**src/design/alu_macros.svh**
```systemverilog
////////////////////////////////////////
// datapath width and decimal correction
// constants for the pipelined ALU
////////////////////////////////////////

`ifndef ALU_MACROS_SVH
`define ALU_MACROS_SVH

// width of every data word in the pipeline
`define DATA_W 8

// added when the low BCD digit overflows
`define BCD_FIX_LO 8'h06

// added when the high BCD digit overflows
`define BCD_FIX_HI 8'h60

`endif

```
**src/design/aluPkg.sv**
```systemverilog
////////////////////////////////////////
// ALU package: data word, operation,
// B-source and status flag types
////////////////////////////////////////

`default_nettype none

`include "alu_macros.svh"

package aluPkg;

	// one data word on any of the buses
	typedef logic [`DATA_W-1:0] byteT;

	// ALU function, one per 6502 control line (SUMS, ANDS, EORS, ORS, SRS)
	typedef enum logic [2:0] {
		opSum,
		opAnd,
		opEor,
		opOr,
		opShr
	} aluOpT;

	// source of the B operand
	typedef enum logic [1:0] {
		bFromDb,
		bFromDbInv,
		bFromAdl
	} bSrcT;

	// subset of P held here, msb first as in the real register
	typedef struct packed {
		logic n;
		logic v;
		logic z;
		logic c;
	} flagsT;

endpackage

`default_nettype wire

```
**src/design/operandLatch.sv**
```systemverilog
////////////////////////////////////////
// operandLatch: stage 1, A/B operand
// select and latch
////////////////////////////////////////

`timescale 1ns/1ps
`default_nettype none

module operandLatch import aluPkg::*; (
	input logic phi2,
	input logic rst,
	input logic opStart,
	input aluOpT op,
	input byteT sb,
	input byteT db,
	input byteT adl,
	input logic aZero,
	input bSrcT bSel,
	input logic carryIn,
	input logic decimal,
	output byteT aOp,
	output byteT bOp,
	output aluOpT opOut,
	output logic cin,
	output logic dec,
	output logic valid
);

	byteT aMux;
	byteT bMux;

	// A side is the special bus, or zero when aZero is set
	assign aMux = aZero ? '0 : sb;

	// B side picks data bus, its complement, or address low
	always_comb begin
		case (bSel)
			bFromDb: bMux = db;
			bFromDbInv: bMux = ~db;
			bFromAdl: bMux = adl;
			default: bMux = adl;
		endcase
	end

	// operand registers, payload only
	always_ff @(posedge phi2) begin
		aOp <= aMux;
		bOp <= bMux;
		opOut <= op;
		cin <= carryIn;
		// no decimal subtract here, so inverted B falls back to binary
		dec <= decimal && (bSel != bFromDbInv);
	end

	// stage valid tracks the start strobe
	always_ff @(posedge phi2) begin
		if (rst) begin
			valid <= 1'b0;
		end else begin
			valid <= opStart;
		end
	end

endmodule

`default_nettype wire

```
**src/design/aluCore.sv**
```systemverilog
////////////////////////////////////////
// aluCore: stage 2, ALU functions into
// the adder hold register
////////////////////////////////////////

`timescale 1ns/1ps
`default_nettype none

`include "alu_macros.svh"

module aluCore import aluPkg::*; (
	input logic phi2,
	input logic rst,
	input logic validIn,
	input byteT aOp,
	input byteT bOp,
	input aluOpT opIn,
	input logic cin,
	input logic decIn,
	output byteT sumOut,
	output aluOpT opOut,
	output logic hc,
	output logic acr,
	output logic avr,
	output logic decOut,
	output logic validOut
);

	// nibble width, the half carry comes out of the low one
	localparam int HALF_W = `DATA_W / 2;

	logic [HALF_W:0] loSum;
	logic [HALF_W:0] hiSum;
	byteT aluOut;
	logic hcNext;
	logic acrNext;
	logic avrNext;

	// adder split in two so hc is the low nibble carry
	assign loSum = {1'b0, aOp[HALF_W-1:0]} + {1'b0, bOp[HALF_W-1:0]}
		+ {{HALF_W{1'b0}}, cin};
	assign hiSum = {1'b0, aOp[`DATA_W-1:HALF_W]} + {1'b0, bOp[`DATA_W-1:HALF_W]}
		+ {{HALF_W{1'b0}}, loSum[HALF_W]};

	always_comb begin
		aluOut = '0;
		hcNext = 1'b0;
		acrNext = 1'b0;
		avrNext = 1'b0;
		case (opIn)
			opSum: begin
				aluOut = {hiSum[HALF_W-1:0], loSum[HALF_W-1:0]};
				hcNext = loSum[HALF_W];
				acrNext = hiSum[HALF_W];
				// same sign operands, result sign flipped
				avrNext = (aOp[`DATA_W-1] == bOp[`DATA_W-1])
					&& (aluOut[`DATA_W-1] != aOp[`DATA_W-1]);
			end
			opAnd: aluOut = aOp & bOp;
			opEor: aluOut = aOp ^ bOp;
			opOr: aluOut = aOp | bOp;
			opShr: begin
				// shift A only, bit 0 falls out into the carry
				aluOut = {1'b0, aOp[`DATA_W-1:1]};
				acrNext = aOp[0];
			end
			default: aluOut = '0;
		endcase
	end

	// adder hold register
	always_ff @(posedge phi2) begin
		sumOut <= aluOut;
		opOut <= opIn;
		hc <= hcNext;
		acr <= acrNext;
		avr <= avrNext;
		decOut <= decIn;
	end

	always_ff @(posedge phi2) begin
		if (rst) begin
			validOut <= 1'b0;
		end else begin
			validOut <= validIn;
		end
	end

endmodule

`default_nettype wire

```
**src/design/decimalAdjust.sv**
```systemverilog
////////////////////////////////////////
// decimalAdjust: stage 3, BCD fixup of
// decimal sums
////////////////////////////////////////

`timescale 1ns/1ps
`default_nettype none

`include "alu_macros.svh"

module decimalAdjust import aluPkg::*; (
	input logic phi2,
	input logic rst,
	input logic validIn,
	input logic hc,
	input logic acr,
	input logic avr,
	input logic decIn,
	input byteT sumIn,
	input aluOpT opIn,
	output byteT result,
	output aluOpT opOut,
	output logic carry,
	output logic avrOut,
	output logic validOut
);

	logic bcdAdd;
	logic fixLo;
	logic fixHi;
	byteT adjusted;

	// only decimal sums get corrected
	assign bcdAdd = decIn && (opIn == opSum);

	// low digit past 9, or carried out of the nibble
	assign fixLo = bcdAdd && (hc || (sumIn[3:0] > 4'd9));
	// high digit judged on the binary sum, before the low fix
	assign fixHi = bcdAdd && (acr || (sumIn > 8'h99));

	assign adjusted = sumIn + (fixLo ? `BCD_FIX_LO : '0) + (fixHi ? `BCD_FIX_HI : '0);

	always_ff @(posedge phi2) begin
		result <= adjusted;
		opOut <= opIn;
		// decimal carry, plain acr for everything else
		carry <= acr || fixHi;
		avrOut <= avr;
	end

	always_ff @(posedge phi2) begin
		if (rst) begin
			validOut <= 1'b0;
		end else begin
			validOut <= validIn;
		end
	end

endmodule

`default_nettype wire

```
**src/design/accumStatus.sv**
```systemverilog
////////////////////////////////////////
// accumStatus: stage 4, accumulator and
// NVZC status update
////////////////////////////////////////

`timescale 1ns/1ps
`default_nettype none

`include "alu_macros.svh"

module accumStatus import aluPkg::*; (
	input logic phi2,
	input logic rst,
	input logic validIn,
	input logic carry,
	input logic avr,
	input byteT result,
	input aluOpT opIn,
	output byteT acc,
	output flagsT flags,
	output logic opDone
);

	// accumulator and P register load on each retired op
	always_ff @(posedge phi2) begin
		if (rst) begin
			acc <= '0;
			flags <= '0;
		end else if (validIn) begin
			acc <= result;
			// z and n always follow the new accumulator
			flags.z <= (result == '0);
			flags.n <= result[`DATA_W-1];
			case (opIn)
				opSum: begin
					flags.v <= avr;
					flags.c <= carry;
				end
				opShr: begin
					// top bit is shifted-in zero
					flags.n <= 1'b0;
					flags.c <= carry;
				end
				// logical ops keep v and c
				default: begin
					flags.v <= flags.v;
					flags.c <= flags.c;
				end
			endcase
		end
	end

	// one completion pulse per retired op
	always_ff @(posedge phi2) begin
		if (rst) begin
			opDone <= 1'b0;
		end else begin
			opDone <= validIn;
		end
	end

endmodule

`default_nettype wire

```
**src/design/aluDatapath.sv**
```systemverilog
////////////////////////////////////////
// aluDatapath: four-stage 6502-style
// arithmetic pipeline
////////////////////////////////////////

`timescale 1ns/1ps
`default_nettype none

module aluDatapath import aluPkg::*; (
	input logic phi2,
	input logic rst,
	input logic opStart,
	input aluOpT op,
	input byteT sb,
	input byteT db,
	input byteT adl,
	input logic aZero,
	input bSrcT bSel,
	input logic carryIn,
	input logic decimal,
	output byteT acc,
	output flagsT flags,
	output logic opDone
);

	// stage 1 to 2
	byteT aOp;
	byteT bOp;
	aluOpT op1;
	logic cin1;
	logic dec1;
	logic valid1;

	// stage 2 to 3, the adder hold register
	byteT sum2;
	aluOpT op2;
	logic hc2;
	logic acr2;
	logic avr2;
	logic dec2;
	logic valid2;

	// stage 3 to 4
	byteT result3;
	aluOpT op3;
	logic carry3;
	logic avr3;
	logic valid3;

	operandLatch i_operandLatch (
		.phi2(phi2), .rst(rst), .opStart(opStart), .op(op),
		.sb(sb), .db(db), .adl(adl), .aZero(aZero), .bSel(bSel),
		.carryIn(carryIn), .decimal(decimal),
		.aOp(aOp), .bOp(bOp), .opOut(op1), .cin(cin1), .dec(dec1), .valid(valid1)
	);

	aluCore i_aluCore (
		.phi2(phi2), .rst(rst), .validIn(valid1),
		.aOp(aOp), .bOp(bOp), .opIn(op1), .cin(cin1), .decIn(dec1),
		.sumOut(sum2), .opOut(op2), .hc(hc2), .acr(acr2), .avr(avr2),
		.decOut(dec2), .validOut(valid2)
	);

	decimalAdjust i_decimalAdjust (
		.phi2(phi2), .rst(rst), .validIn(valid2),
		.hc(hc2), .acr(acr2), .avr(avr2), .decIn(dec2), .sumIn(sum2), .opIn(op2),
		.result(result3), .opOut(op3), .carry(carry3), .avrOut(avr3), .validOut(valid3)
	);

	accumStatus i_accumStatus (
		.phi2(phi2), .rst(rst), .validIn(valid3),
		.carry(carry3), .avr(avr3), .result(result3), .opIn(op3),
		.acc(acc), .flags(flags), .opDone(opDone)
	);

endmodule

`default_nettype wire

```
**config.mk**
```make
export PLATFORM = sky130hd
export DESIGN_NAME = aluDatapath
export DESIGN_NICKNAME = d
export VERILOG_FILES = /design/src/design/aluPkg.sv /design/src/design/operandLatch.sv /design/src/design/aluCore.sv /design/src/design/decimalAdjust.sv /design/src/design/accumStatus.sv /design/src/design/aluDatapath.sv
export VERILOG_INCLUDE_DIRS = /design/src /design/src/design
export SDC_FILE = /design/constraint.sdc
export NUM_CORES = 1
export LEC_CHECK = 0
export BUFFER_PORTS_ARGS = -buffer_cell sky130_fd_sc_hd__buf_2
export CORE_ASPECT_RATIO = 1.5
export CORE_MARGIN = 2
export CORE_UTILIZATION = 55
export DETAILED_ROUTE_END_ITERATION = 16
export PLACE_DENSITY = 0.89
export RECOVER_POWER = 50
export SYNTH_ARGS = -nofsm -noshare
export SYNTH_HDL_FRONTEND = slang
export SYNTH_SLANG_ARGS = --single-unit
```
**constraint.sdc**
```tcl
create_clock -name phi2 -period 2.88 [get_ports phi2]
set_input_delay 0.576 -clock phi2 [delete_from_list [all_inputs] [get_ports phi2]]
set_output_delay 0.576 -clock phi2 [all_outputs]
set_load 0.02 [all_outputs]
```
---- After elaboration in Yosys (flattened, before gate mapping) ----
Index checks and enable logic that the tools add are counted.
cells by class
  muxes and demuxes ....................... 6
  equal/unequal tests ..................... 9
  $add $sub $neg .......................... 6
  $lt $le $gt $ge ......................... 2
  reduce and logical (&&, ||, !) cells .... 16
  bitwise gates (word level) .............. 4
operator list
  operator            count
  $pmux 8 s5          1
  $add 8x8->8         2
  $pmux 8 s2          1
  $add 4x4->5         2
  $add 5x1->5         2
  $logic_not 3->1     3
  $and 8x8->8         1
  $gt 8x8->1 const B  1
  $logic_not 8->1     1
  $not 8->8           1
  $or 8x8->8          1
  $xor 8x8->8         1
  $mux 7              1
  $eq 3x2->1 const B  2
  $eq 3x3->1 const B  2
  $logic_and 1x1->1   5
  $gt 4x4->1 const B  1
  $reduce_and 2->1    2
  $eq 3x1->1 const B  1
  $logic_or 1x1->1    3
  $mux 3              1
  $eq 2x1->1 const B  1
  $logic_not 2->1     1
  $ne 2x1->1 const B  1
  other kinds (5)     5
word-level totals
  input bits .............................. 35
  output and inout port bits .............. 13
  logic and storage cells ................. 67
  register bits after elaboration ......... 65

---- Logic depth before layout (Yosys ltp) ----
  word-level depth ........................ 6
  gate-level depth with buffers ........... 12
  mapped depth without buffers ............ 12

---- Hierarchy ----
A second synthesis with hierarchy kept.
second synthesis, totals
  cell total of the unflattened synthesis .. 287
  area total of the unflattened synthesis .. 2860.2 sq um
modules (own cells, without submodules)
  module         area an instance (sq um)  times used  seq. area each (sq um)  cells an instance
  aluCore        1156.1                    1           320.3                   139
  operandLatch   666.9                     1           440.4                   59
  decimalAdjust  533.0                     1           280.3                   42
  accumStatus    504.2                     1           260.2                   47

---- Worst setup path after synthesis ----
OpenSTA, ideal clock, no wires.
  path type ............................... register -> register
  from .................................... register i_operandLatch.aOp[0]
  to ...................................... register i_aluCore.sumOut[6]
  stages on the path, launching flop included .. 13
  arrival time ............................ 2542 ps
  period minus slack after synthesis ...... 2656 ps
  slack ................................... 224 ps
  data required time ...................... 2765 ps
  path buffers ............................ 0
  library setup time ...................... 115 ps
  path through ............................ dfxtp_1 -> fa_1 -> inv_1 -> fa_1 -> nor2b_1 -> o21ai_0 -> nand2b_1 -> fa_1 -> fa_1 -> nor3b_1 -> a21oi_1 -> o21ai_0 -> o21a_1
between the ends
  longest elaborated chain between the ends .. 4
RTL lines
  item                      RTL line            RTL
  start: declaration        operandLatch.sv:21  output byteT aOp,
  start signal: assignment  operandLatch.sv:47  aOp <= aMux;
  $add 4x4->5               aluCore.sv:40       assign loSum = {1'b0, aOp[HALF_W-1:0]} + {1'b0, bOp[HALF_W-1:0]}
  $add 5x1->5               aluCore.sv:41       + {{HALF_W{1'b0}}, cin};
  via i_aluCore.loSum[4]    aluCore.sv:32       logic [HALF_W:0] loSum;
  $add 5x1->5               aluCore.sv:42       assign hiSum = {1'b0, aOp[`DATA_W-1:HALF_W]} + {1'b0, bOp[`DATA_W-1:HALF_W]}
  $pmux 8 s5                aluCore.sv:50       case (opIn)
  via i_aluCore.aluOut[6]   aluCore.sv:34       byteT aluOut;
  end signal: assignment    aluCore.sv:73       sumOut <= aluOut;
  end: declaration          aluCore.sv:20       output byteT sumOut,
The timed path passes the listed nets, and every way through them passes these cells.
A chain may end at the register's enable or synchronous reset.

---- Worst setup path after layout ----
  from .................................... register i_operandLatch.cin
  to ...................................... register i_aluCore.sumOut[6]
between the ends
  longest elaborated chain between the ends .. 3
RTL lines
  item                      RTL line            RTL
  start: declaration        operandLatch.sv:24  output logic cin,
  start signal: assignment  operandLatch.sv:50  cin <= carryIn;
  $add 5x1->5               aluCore.sv:41
  via i_aluCore.loSum[4]    aluCore.sv:32
  $add 5x1->5               aluCore.sv:42
  $pmux 8 s5                aluCore.sv:50
  via i_aluCore.aluOut[6]   aluCore.sv:34
The timed path passes the listed nets, and every way through them passes these cells.

==> flow_summary.toml <==
[outcome]
outcome = "finished, final reports clean"

[global_routing]
grt_pass1_vias = 2024
grt_first_pass_wirelength_mm = 8.22
grt_antenna_before_repair = 0
grt_start_max_net_pins = 33
global_route.overflow_total = 0
grt_util_all_layers = 0.188

[sta]
holdWs_ps = 326
setup_repair_after_global_routing_missed_its_margin = "true"
final_hold_viols = 0
setup-tns-final_ps = 0
report.final.setup_viol = 0
max_freq_mhz = 368
final_min_period_over_clock_period = 0.945
worstMarginPinSlew_ps = 964
timing.final.crit_period_ps = 2720
finClkSkew_ps = 6.11
finalMaxSlewViolations = 0
relSlewSlack = 0.356

[cts]
clock_tree.buffer_depth = 2
cts-hold-fix-buffers = 0
cts_root_buf = "sky130_fd_sc_hd__clkbuf_8"
cts.sinks = 65
clkSlewWorstSetupHoldPaths_ps = 70
clkLatencyLatePin_ps = 350
htree_num_levels = 3
tritoncts = "yes"
tritoncts.num_buffers = 9

[routing]
drt_wl_total_mm = 4.84
number_of_detailed_route_iterations_in_the_first_pass = 4
routed_via_density = 5.04
route.antenna.remaining_nets = 0
routed-via-count = 2030
drc = 0
initialDrtViolationCount = 81
wl_per_cell_um = 12.0

[run]
cap_viol_max_count = 0

[yosys]
synth_edf_count = 0
synth_cells = 281
yosys_warnings = 0
synth.cell_area_mm2 = 0.00280
postSynthAreaPerCell_um2 = 9.96
async_reset_ff_frac = 0
synth.lib_cells_used.distinct = 41
synth.yosys.seq_area_share = 0.465
synth_flop_cell = "sky130_fd_sc_hd__dfxtp_1"
synth_fp_nets = 341
postSynthRegisterBits = 65

[final_layout]
layout-area-overhead-vs-synth_pct = 17.4
diodes = 0
final_cell_mix = "sky130_fd_sc_hd__dfxtp_1, sky130_fd_sc_hd__buf_2, sky130_fd_sc_hd__o21ai_0"
num-fill-cells = 374
leading_cell_type_in_the_layout_fill_and_taps_excluded = "sky130_fd_sc_hd__dfxtp_1"
fraction_of_layout_cells_with_a_size_suffix_above_1 = 0.228
final_nets = 392

[power]
ir_drop_uv = 372
power.static_leakage_nw = 1.47
pwr_density_cell_mw_per_mm2 = 613

[setup_path]
critPathMaxStageDelay_ps = 400
cp-end-kind = "flop"
required_ps = 3120
cell_chain_of_the_critical_path = "fa_2 > inv_2 > fa_2 > nor2b_1 > o21ai_1 > nand2b_1 > fa_2 > fa_2 > nor3b_1 > a21oi_1 > o21ai_1 > o21a_1"
critical_path.slowest_cell = "sky130_fd_sc_hd__fa_2"
worst_path_most_repeated_cell = "sky130_fd_sc_hd__fa_2"
timing.critical_path.from_type = "flop"
critPathKind = "reg -> reg"
critPathArrivalTime_ps = 2960
worstPathMaxFanout = 3

[die]
core_area_mm2 = 0.00485
die_w_um = 62.2
initial_utilization = 0.577
row_count = 31
dieArea_mm2 = 0.00569
floorplan.io_pins = 48
die_y_um = 91.4

[place]
gp_routability_congestion = 0.765
detailedPlacementHpwl_mm = 3.57
portBuffers = 47

[min_path]
min_path_type = "in -> reg"
## cells in the mapped netlist (5+ instances only)
library cell | instances | area (µm²)
sky130_fd_sc_hd__nor2_1 | 14 | 52.6
sky130_fd_sc_hd__a21oi_1 | 11 | 55.1
sky130_fd_sc_hd__nor2b_1 | 16 | 100
sky130_fd_sc_hd__o21ai_0 | 23 | 115
sky130_fd_sc_hd__dfxtp_1 | 65 | 1300
sky130_fd_sc_hd__o21a_1 | 5 | 37.5
sky130_fd_sc_hd__nand2_1 | 20 | 75.1
sky130_fd_sc_hd__fa_1 | 5 | 100
sky130_fd_sc_hd__mux2i_1 | 12 | 120
sky130_fd_sc_hd__xnor2_1 | 13 | 114
sky130_fd_sc_hd__inv_1 | 21 | 78.8
sky130_fd_sc_hd__ha_1 | 20 | 250
## cell type report
type | count | area (µm²) | area share
clock buffer | 9 | 124 | 0.0377
clock inverter | 7 | 78.8 | 0.0240
inverter | 22 | 82.6 | 0.0251
multi-input combinational | 183 | 1350 | 0.410
sequential | 65 | 1310 | 0.398
tap | 66 | 82.6 | 0.0251
timing repair buffer | 51 | 264 | 0.0804
## path summary, 6_finish.rpt
check | start | to | slack [ps] | cells past startpoint
min reg2reg | i_aluCore.avr$_SDFF_PN0_ | i_decimalAdjust.avrOut$_DFF_P_ | 340 | 0
min | op[2] | i_operandLatch.opOut[2]$_DFF_P_ | 330 | 1
max | i_operandLatch.cin$_DFF_P_ | i_aluCore.sumOut[6]$_DFF_P_ | 160 | 12
max reg2reg | i_operandLatch.cin$_DFF_P_ | i_aluCore.sumOut[6]$_DFF_P_ | 160 | 12
## cells by family (layout without fill, tap and decap cells)
| family | count (synthesis) | in the layout | synth area share |
|---|---|---|---|
| AO/OA/AOI/OAI | 64 | 64 | 0.141 |
| adder cells (fa/ha/maj) | 25 | 25 | 0.125 |
| XOR/XNOR | 15 | 15 | 0.0470 |
| flip-flops | 65 | 65 | 0.465 |
| buffers and inverters | 33 | 89 | 0.0572 |
| AND/OR/NAND/NOR | 67 | 67 | 0.121 |
| multiplexers | 12 | 12 | 0.0429 |
## metrics by stage
stage | std cells | cell area, µm² | power [W] | utilization | setup WS, ps
2_1_floorplan | 281 | 2800 | 0.00119 | - | 224
3_5_place_dp | 384 | 3050 | 0.00125 | 0.628 | 2.24
3_3_place_gp | 384 | 3050 | 0.00124 | 0.628 | 83.3
6_report | 403 | 3290 | 0.00201 | 0.678 | 159
5_1_grt | 403 | 3290 | 0.00212 | 0.678 | -9.43
4_1_cts | 400 | 3250 | 0.00202 | 0.671 | 45.9
## power breakdown
group	leakage (nW)	internal, W	switching, W
logic	0.841	0.000121	0.000113
clock network	0.0921	0.000404	0.000365
registers	0.540	0.000960	0.0000505
total	1.47	0.00149	0.000529
## per-layer routing
| metal | part of all wire | global-route usage |
|---|---|---|
| met1 | 0.36 | 0.168 |
| met3 | 0.052 | 0.0570 |
| met2 | 0.56 | 0.362 |
| met4 | 0.026 | 0.113 |
| met5 | 0 | 0 |
## state kept, by name, indices dropped and copies added (netlist names), 3 cells and up
signal                  count
i_aluCore.sumOut            8
i_aluCore.opOut             3
i_operandLatch.opOut        3
i_operandLatch.bOp          8
i_decimalAdjust.result      8
i_accumStatus.flags         4
i_accumStatus.acc           8
i_operandLatch.aOp          8
i_decimalAdjust.opOut       3
## critical path, delay by kind of cell, from the launching register on
family | cells | cell delay (ps)
adder cells (fa/ha/maj) | 4 | 1370
buffers and inverters | 1 | 70
AO/OA/AOI/OAI | 4 | 550
AND/OR/NAND/NOR | 3 | 300
flip-flops | 1 | 330
## repair_timing
item | CTS | global route
buffers inserted | 0 | 3
pin swaps | 0 | 6
gates resized for setup | 2 | 9
setup endpoints to repair | 1 | 3
No activity file was read; power rests on OpenSTA's default activity.
